### src/axiLitePkg.sv
package axiLitePkg;

    ////////////////////////////////////////
    // Channel widths
    ////////////////////////////////////////

    localparam int axiAddrW = 32;
    localparam int axiDataW = 32;

    // Unprivileged, secure, data access
    localparam logic [2:0] axiProtDefault = 3'b000;

    ////////////////////////////////////////
    // Response codes
    ////////////////////////////////////////

    typedef logic [1:0] axiRespT;

    localparam axiRespT OKAY   = 2'b00;
    localparam axiRespT SLVERR = 2'b10; // Slave error

    ////////////////////////////////////////
    // Read channel payloads
    ////////////////////////////////////////

    typedef struct packed {
        logic [axiAddrW-1:0] addr;
        logic [2:0]          prot;
    } axiArT; // 35 bits

    typedef struct packed {
        logic [axiDataW-1:0] data;
        axiRespT             resp;
    } axiRT; // 34 bits

endpackage

### src/rvIsaPkg.sv
package rvIsaPkg;

    localparam int xLen = 32;

    ////////////////////////////////////////
    // Major opcodes
    ////////////////////////////////////////

    localparam logic [6:0] OP     = 7'b0110011; // Register-register ALU
    localparam logic [6:0] OPIMM  = 7'b0010011; // Register-immediate ALU
    localparam logic [6:0] LOAD   = 7'b0000011;
    localparam logic [6:0] STORE  = 7'b0100011;
    localparam logic [6:0] BRANCH = 7'b1100011;
    localparam logic [6:0] JAL    = 7'b1101111;
    localparam logic [6:0] JALR   = 7'b1100111;
    localparam logic [6:0] LUI    = 7'b0110111;
    localparam logic [6:0] AUIPC  = 7'b0010111;

    // funct7 variants
    localparam logic [6:0] F7BASE = 7'b0000000;
    localparam logic [6:0] F7ALT  = 7'b0100000; // SUB and SRA

    ////////////////////////////////////////
    // Control field encodings
    ////////////////////////////////////////

    typedef enum logic [3:0] {
        ADD   = 4'b0000,
        SUB   = 4'b0001,
        AND   = 4'b0010,
        OR    = 4'b0100,
        XOR   = 4'b1000,
        SRL   = 4'b1001,
        SLL   = 4'b1010,
        SRA   = 4'b1100,
        PASSB = 4'b1101  // Operand B straight through for LUI
    } aluOpT;

    typedef enum logic [1:0] {
        BYTE = 2'b00,
        HALF = 2'b01,
        WORD = 2'b10
    } memSizeT;

    typedef enum logic [1:0] {
        CMP = 2'b00, // Set-less-than result
        ALU = 2'b01
    } wbSelT;

    ////////////////////////////////////////
    // Queue payloads
    ////////////////////////////////////////

    typedef struct packed {
        logic [xLen-1:0] pc;
        logic [xLen-1:0] instr;
        logic            fetchErr; // Bus returned a non-OKAY response
    } fetchEntryT; // 65 bits

    typedef struct packed {
        logic    regWrite;
        aluOpT   aluCtrl;
        logic    memWrite;
        logic    memToReg;
        logic    aluSrc;   // Immediate as operand B
        memSizeT memSize;
        logic    signExt;
        wbSelT   wbSel;
        logic    branch;
        logic    jump;
        logic    illegal;
    } ctrlT; // 16 bits

    typedef struct packed {
        logic [xLen-1:0] pc;
        logic [xLen-1:0] instr;
        ctrlT            ctrl;
    } decodedInstrT; // 80 bits

    localparam int iqDepth = 4;
    localparam int oqDepth = 2;

endpackage

### src/controlUnit.sv
module controlUnit (
    input  rvIsaPkg::fetchEntryT   headEntry,
    input  logic                   iqEmpty,
    output logic                   iqPop,
    output rvIsaPkg::decodedInstrT decEntry,
    output logic                   oqPush,
    input  logic                   oqFull
);

    import rvIsaPkg::*;

    logic [6:0] opcode;
    logic [2:0] funct3;
    logic [6:0] funct7;

    logic  isImm;
    logic  shiftOp;
    logic  f7Alt;
    logic  f7Ok;
    aluOpT aluOp;
    wbSelT aluWb;
    logic  aluKnown;
    logic  legal;
    ctrlT  ctrl;

    assign opcode = headEntry.instr[6:0];
    assign funct3 = headEntry.instr[14:12];
    assign funct7 = headEntry.instr[31:25];

    ////////////////////////////////////////
    // ALU operation for OP and OPIMM
    ////////////////////////////////////////

    assign isImm   = (opcode == OPIMM);
    assign shiftOp = (funct3 == 3'b001) || (funct3 == 3'b101);
    assign f7Alt   = (funct7 == F7ALT);
    // Immediate forms only look at funct7 for shifts
    assign f7Ok    = (funct7 == F7BASE) || (isImm && !shiftOp);

    always_comb
    begin
        aluOp    = ADD;
        aluWb    = ALU;
        aluKnown = f7Ok;
        case (funct3)
            3'b000:
            begin
                if (f7Alt && !isImm)
                begin
                    aluOp    = SUB; // No SUBI in RV32I
                    aluKnown = 1'b1;
                end
            end
            3'b001: aluOp = SLL;
            3'b010, 3'b011:
            begin
                aluOp = SUB; // SLT and SLTU compare by subtraction
                aluWb = CMP;
            end
            3'b100: aluOp = XOR;
            3'b101:
            begin
                if (f7Alt)
                begin
                    aluOp    = SRA;
                    aluKnown = 1'b1;
                end
                else
                    aluOp = SRL;
            end
            3'b110: aluOp = OR;
            default: aluOp = AND;
        endcase
    end

    ////////////////////////////////////////
    // Control word
    ////////////////////////////////////////

    always_comb
    begin
        ctrl  = '0;
        legal = 1'b1;
        case (opcode)
            OP, OPIMM:
            begin
                ctrl.regWrite = 1'b1;
                ctrl.aluCtrl  = aluOp;
                ctrl.aluSrc   = isImm;
                ctrl.memSize  = WORD;
                ctrl.signExt  = 1'b1;
                ctrl.wbSel    = aluWb;
                legal         = aluKnown;
            end
            LOAD:
            begin
                ctrl.regWrite = 1'b1;
                ctrl.memToReg = 1'b1;
                ctrl.aluSrc   = 1'b1; // Base plus offset
                ctrl.wbSel    = ALU;
                ctrl.signExt  = !funct3[2]; // LBU and LHU zero-extend
                case (funct3)
                    3'b000, 3'b100: ctrl.memSize = BYTE;
                    3'b001, 3'b101: ctrl.memSize = HALF;
                    3'b010:         ctrl.memSize = WORD;
                    default:        legal = 1'b0;
                endcase
            end
            STORE:
            begin
                ctrl.memWrite = 1'b1;
                ctrl.aluSrc   = 1'b1;
                ctrl.signExt  = 1'b1;
                ctrl.wbSel    = ALU;
                case (funct3)
                    3'b000:  ctrl.memSize = BYTE;
                    3'b001:  ctrl.memSize = HALF;
                    3'b010:  ctrl.memSize = WORD;
                    default: legal = 1'b0;
                endcase
            end
            BRANCH:
            begin
                ctrl.branch  = 1'b1;
                ctrl.aluCtrl = SUB;
                ctrl.memSize = WORD;
                ctrl.signExt = (funct3[2:1] != 2'b11); // BLTU and BGEU unsigned
                legal        = (funct3[2:1] != 2'b01); // 010 and 011 unused
            end
            JAL, JALR:
            begin
                ctrl.jump    = 1'b1;
                ctrl.memSize = WORD;
                ctrl.signExt = 1'b1;
                legal        = (opcode == JAL) || (funct3 == 3'b000);
            end
            LUI, AUIPC:
            begin
                ctrl.regWrite = 1'b1;
                ctrl.aluCtrl  = (opcode == LUI) ? PASSB : ADD; // AUIPC adds pc
                ctrl.aluSrc   = 1'b1;
                ctrl.memSize  = WORD;
                ctrl.signExt  = 1'b1;
                ctrl.wbSel    = ALU;
            end
            default: legal = 1'b0;
        endcase

        if (!legal || headEntry.fetchErr)
        begin
            ctrl         = '0;
            ctrl.illegal = 1'b1;
        end
    end

    // Move one word per cycle when there is room
    assign iqPop    = !iqEmpty && !oqFull;
    assign oqPush   = iqPop;
    assign decEntry = '{pc: headEntry.pc, instr: headEntry.instr, ctrl: ctrl};

endmodule

### src/decodeFrontEnd.sv
module decodeFrontEnd (
    input  logic                   clk,
    input  logic                   rstN,
    // Instruction memory read port
    output axiLitePkg::axiArT      arOut,
    output logic                   arValid,
    input  logic                   arReady,
    input  axiLitePkg::axiRT       rIn,
    input  logic                   rValid,
    output logic                   rReady,
    // Decoded stream
    output rvIsaPkg::decodedInstrT decOut,
    output logic                   decValid,
    input  logic                   decReady
);

    import rvIsaPkg::*;

    fetchEntryT   iqPushEntry;
    logic         iqPush;
    logic         iqFull;
    fetchEntryT   iqHead;
    logic         iqEmpty;
    logic         iqPop;
    decodedInstrT oqPushEntry;
    logic         oqPush;
    logic         oqFull;
    logic         oqEmpty;

    fetchUnit fetchUnit0 (
        .clk(clk), .rstN(rstN),
        .arOut(arOut), .arValid(arValid), .arReady(arReady),
        .rIn(rIn), .rValid(rValid), .rReady(rReady),
        .pushEntry(iqPushEntry), .push(iqPush), .full(iqFull)
    );

    syncQueue #(.payloadT(fetchEntryT), .depth(iqDepth)) iq0 (
        .clk(clk), .rstN(rstN),
        .push(iqPush), .wrData(iqPushEntry), .full(iqFull),
        .pop(iqPop), .rdData(iqHead), .empty(iqEmpty)
    );

    controlUnit controlUnit0 (
        .headEntry(iqHead), .iqEmpty(iqEmpty), .iqPop(iqPop),
        .decEntry(oqPushEntry), .oqPush(oqPush), .oqFull(oqFull)
    );

    syncQueue #(.payloadT(decodedInstrT), .depth(oqDepth)) oq0 (
        .clk(clk), .rstN(rstN),
        .push(oqPush), .wrData(oqPushEntry), .full(oqFull),
        .pop(decValid && decReady), .rdData(decOut), .empty(oqEmpty)
    );

    assign decValid = !oqEmpty; // Output handshake

endmodule

### src/fetchUnit.sv
module fetchUnit (
    input  logic                   clk,
    input  logic                   rstN,
    // AXI4-Lite read address
    output axiLitePkg::axiArT      arOut,
    output logic                   arValid,
    input  logic                   arReady,
    // AXI4-Lite read data
    input  axiLitePkg::axiRT       rIn,
    input  logic                   rValid,
    output logic                   rReady,
    // Instruction queue write side
    output rvIsaPkg::fetchEntryT   pushEntry,
    output logic                   push,
    input  logic                   full
);

    import axiLitePkg::*;

    logic [axiAddrW-1:0] pc;
    logic                outstanding; // AR accepted, R not yet seen
    logic                arFire;
    logic                rFire;

    assign arFire = arValid && arReady;
    assign rFire  = rValid && rReady;

    ////////////////////////////////////////
    // Bus side
    ////////////////////////////////////////

    // pc only moves on the R handshake, so the address is stable while arValid waits
    assign arOut = '{addr: pc, prot: axiProtDefault};

    assign rReady = outstanding && !full; // Full queue stalls the response

    ////////////////////////////////////////
    // Queue side
    ////////////////////////////////////////

    assign push      = rFire;
    assign pushEntry = '{pc: pc, instr: rIn.data, fetchErr: (rIn.resp != OKAY)};

    ////////////////////////////////////////
    // Sequencer
    ////////////////////////////////////////

    always_ff @(posedge clk or negedge rstN)
    begin
        if (!rstN)
        begin
            pc          <= '0;
            arValid     <= 1'b0;
            outstanding <= 1'b0;
        end
        else
        begin
            if (arFire)
            begin
                arValid     <= 1'b0;
                outstanding <= 1'b1;
            end
            else if (!arValid && !outstanding && !full)
                arValid <= 1'b1; // One read in flight at most

            if (rFire)
            begin
                outstanding <= 1'b0;
                pc          <= pc + axiAddrW'(4); // Sequential fetch only
            end
        end
    end

endmodule

### src/syncQueue.sv
module syncQueue #(
    parameter type payloadT = logic,
    parameter int  depth    = 4
) (
    input  logic    clk,
    input  logic    rstN,
    input  logic    push,
    input  payloadT wrData,
    output logic    full,
    input  logic    pop,
    output payloadT rdData,
    output logic    empty
);

    localparam int ptrW = (depth > 1) ? $clog2(depth) : 1;
    localparam int cntW = $clog2(depth + 1);

    payloadT         mem [depth];
    logic [ptrW-1:0] wrPtr;
    logic [ptrW-1:0] rdPtr;
    logic [cntW-1:0] count;

    assign full   = (count == cntW'(depth));
    assign empty  = (count == '0);
    assign rdData = mem[rdPtr]; // Head always on the output

    always_ff @(posedge clk)
    begin
        if (push)
            mem[wrPtr] <= wrData;
    end

    always_ff @(posedge clk or negedge rstN)
    begin
        if (!rstN)
        begin
            wrPtr <= '0;
            rdPtr <= '0;
            count <= '0;
        end
        else
        begin
            if (push)
                wrPtr <= (wrPtr == ptrW'(depth - 1)) ? '0 : wrPtr + 1'b1; // Wrap for any depth
            if (pop)
                rdPtr <= (rdPtr == ptrW'(depth - 1)) ? '0 : rdPtr + 1'b1;

            case ({push, pop})
                2'b10:   count <= count + 1'b1;
                2'b01:   count <= count - 1'b1;
                default: count <= count; // Both or neither
            endcase
        end
    end

endmodule

### config.mk
export PLATFORM = sky130hd
export DESIGN_NAME = decodeFrontEnd
export DESIGN_NICKNAME = d
export VERILOG_FILES = /design/src/axiLitePkg.sv /design/src/rvIsaPkg.sv /design/src/controlUnit.sv /design/src/decodeFrontEnd.sv /design/src/fetchUnit.sv /design/src/syncQueue.sv
export SDC_FILE = /design/constraint.sdc
export NUM_CORES = 1
export LEC_CHECK = 0
export CAP_MARGIN = 20
export CORE_ASPECT_RATIO = 1.2
export CORE_MARGIN = 2
export CORE_UTILIZATION = 25
export CTS_BUF_LIST = sky130_fd_sc_hd__clkbuf_4 sky130_fd_sc_hd__clkbuf_8
export DETAILED_ROUTE_END_ITERATION = 6
export DONT_BUFFER_PORTS = 1
export HOLD_SLACK_MARGIN = 0.03
export PLACE_DENSITY = 0.4
export SLEW_MARGIN = 20
export SYNTH_ARGS = -nofsm -noshare
export SYNTH_HDL_FRONTEND = slang
export SYNTH_SLANG_ARGS = --single-unit
### constraint.sdc
create_clock -name clk -period 4.9 [get_ports clk]
set_input_delay 0.245 -clock clk [delete_from_list [all_inputs] [get_ports clk]]
set_output_delay 0.245 -clock clk [all_outputs]
set_load 0.005 [all_outputs]
==> results.md <==
* Max-Cap Viols at 0
* Req. time, crit path at 5.34 ns
* Worst VDD drop at 328 uV
* Fraction of registers with async set/reset at 0.0958
* Die Ht at 293 um
* Worst setup EP type: register
* Slowest stage delay, CP at 0.83 ns
* Largest net degree at the start of global routing at 78
* Via count at 7968
* Critical path's top delay family: simple AND/OR/NAND/NOR gates
* Via density at 4.15
* Pre-CTS setup slack at 1.39 ns
* Syn Area/Cell at 20.2 um^2
* Number of H-tree levels at 3
* Final Hold Viols at 0
* CP Launch Type: register
* Slew headroom at 0.333
* Initial Utilization at 0.251
* Hpwl dp at 22900 um
* WP data arrival at 3.98 ns
* Clock transition at path regs at 0.06 ns
* Post-synth EDFFs at 406
* Hold Buf Count CTS at 39
* Core area at 69400 um^2
* Gates resized, CTS repair at 0
* Crit Path Max Fanout at 28
* Status: finished, final reports clean
* Synth area leader: edfxtp_1
* TritonRoute pass-1 iters at 4
* Mapped cell area at 17400 um^2
* Clock Tree Buf Depth at 3
* WL/cell at 20.7 um
* Hold Slack at 0.142 ns
* GRT overflow at 0
* Max Fclk at 283 MHz
* Min-Delay Path Class: in2async
* Antenna viol nets, final at 0
* Synth Register Bits at 449
* Seq/Total Area, Yosys at 0.762
* Port-buffer cells at 0
* Layout cell share with drive strength beyond 1 at 0.316
* Critical-path cell list: mux4_2 -> nand2b_1 -> nor4b_1 -> a221o_2 -> a22oi_2 -> nor3_1
* Top-count cell post-synth: edfxtp_1
* Tmin final at 3.53 ns
* Vias in the first global route at 8584
* Tightest Pin Transition at 1.00 ns
* DP Cell Count at 1732
* Max Clock Skew at 0.0260 ns
* WS Path Type: reg2reg
* Non-filler instance count after layout at 1919
* RSZ-0062 raised after global routing: false
* Clock tree root buffer cell: clkbuf_8
* Internal Pwr Total at 8.87 mW
* Leak Pwr at 6.76 nW
* Mapped Cells at 862
* Commonest cells post-synth: edfxtp_1, mux2_2, mux4_2
* Post-Route WL at 39700 um
* Fin nets at 982
* Setup bufs post-CTS at 0
* Sequential share of power at 0.473
* NetSw at 3.97 mW
* Layout area overhead at 16.5%
* Clk Latency, worst-skew pair at 0.64 ns
* Comb power frac at 0.258
* Die Area at 71800 um^2
* Slew Viols, Final at 0
* Global-route wire length before repair at 58100 um
* CTS tree: built
* Top post-synthesis cells by area: edfxtp_1, mux4_2, dfrtp_1
* Top-area cell type share of the netlist area at 0.700
* Total negative setup slack at 0 ns
* Yosys warnings at 0
* Site Rows at 106
* Die W at 245 um
* # DRC at 0
* Antenna violations before repair at 3
* GPL Wtd Cong at 0.716
* Period utilization at 0.721
* Drt first-iter violations at 386
* Prevailing post-synth register cell: edfxtp_1
* Boundary pin count at 157
* Post-synth cell types at 60
* TritonCTS Buffers at 78
* Crit path max-delay cell type: dfrtp_4
* Setup violators final at 0
* Clock sink total at 449
* Power per cell area at 633 nW/um^2
* Buf+Inv Stages, Crit Path at 0
* All-Layer GR Usage at 0.112
* Sw Ratio at 0.309
* Overall Power at 12.8 mW
* Setup ws final at 1.37 ns
* Clock Power Share at 0.269
sequential cells by signal (all words and copies together) (netlist names):
signal                  flops
iq0.count                   3
oq0.count                   2
oq0.wrPtr                   1
oq0.mem                   154
iq0.wrPtr                   2
iq0.rdPtr                   2
fetchUnit0.pc              30
oq0.rdPtr                   1
fetchUnit0.arValid          1
iq0.mem                   252
fetchUnit0.outstanding      1
worst paths after layout:
kind	start	to	slack, ns	cells past startpoint
min reg2reg	iq0.count[2]	iq0.count[2]	0.49	1
max in group asynchronous	rstN	fetchUnit0.pc[26]	4.51	2
min	rstN	iq0.count[2]	0.14	2
max reg2reg	iq0.rdPtr[0]	oq0.mem[1][12]	1.37	6
max	iq0.rdPtr[0]	oq0.mem[1][12]	1.37	6
min in group clk	arReady	fetchUnit0.arValid	0.30	2
logic make-up after synthesis:
group / after synthesis / share of synthesized area
flops: 449 / 0.762
fa+ha+maj: 9 / 0.00690
simple gates: 108 / 0.0346
buf+inv: 84 / 0.0308
compound gates: 28 / 0.0111
mux: 144 / 0.135
xor+xnor: 39 / 0.0196
other cells: 1 / 0.000215
routing by layer:
layer	GRT usage	vias to the layer above	routed length (um)
li1	-	3516	-
met1	0.125	4160	15500
met2	0.201	209	20900
met3	0.0307	79	2240
met4	0.0482	4	1010
met5	0	-	14
power by group through the flow:
| stage | Combinational, mW | Sequential, mW | Clock (mW) |
|---|---|---|---|
| 6_report | 3.31 | 6.08 | 3.45 |
| 3_5_place_dp | 3.37 | 6.26 | 0 |
| 2_1_floorplan | 2.50 | 5.94 | 0 |
| 5_1_grt | 3.66 | 6.21 | 3.77 |
| 3_3_place_gp | 3.36 | 6.23 | 0 |
| 4_1_cts | 3.43 | 6.18 | 3.62 |
stage by stage:
step,util,area (um^2)
after global placement,0.263,18300
final,0.292,20300
after floorplan,-,17400
after detailed placement,0.263,18300
after global routing,0.292,20300
after CTS,0.292,20300
layout make-up:
type	instances	area (um^2)
fillers	6777	49100
flip-flops and latches	449	13300
multi-input cells	336	3660
clock buffers	116	1400
well taps	918	1150
repair buffers	53	538
clock inverters	30	200
inverters	16	60.1
diodes	1	2.50
placed cells by master (no fill, tap or decap), types with 7 or more instances in the layout:
cell type	instances
edfxtp_1	406
clkbuf_8	84
mux2_2	79
mux4_2	59
dfrtp_1	40
dlygate4sd3_1	38
clkbuf_4	32
xnor2_1	29
nor2_1	21
nand2_1	20
inv_1	15
clkinv_2	12
buf_4	12
clkinv_1	11
xor2_1	10
nand4_1	10
nor3_1	8
a21oi_1	8
nand3_1	8
ha_1	8
conb_1	8
and3_1	7
worst register-to-register path: stages, from the launching register on:
cell and delay (ns):
dfrtp_4 0.83, mux4_2 0.72, nand2b_1 0.22, nor4b_1 0.74, a221o_2 0.31, a22oi_2 0.21
nor3_1 0.31
(Power assumes the default switching activity.)
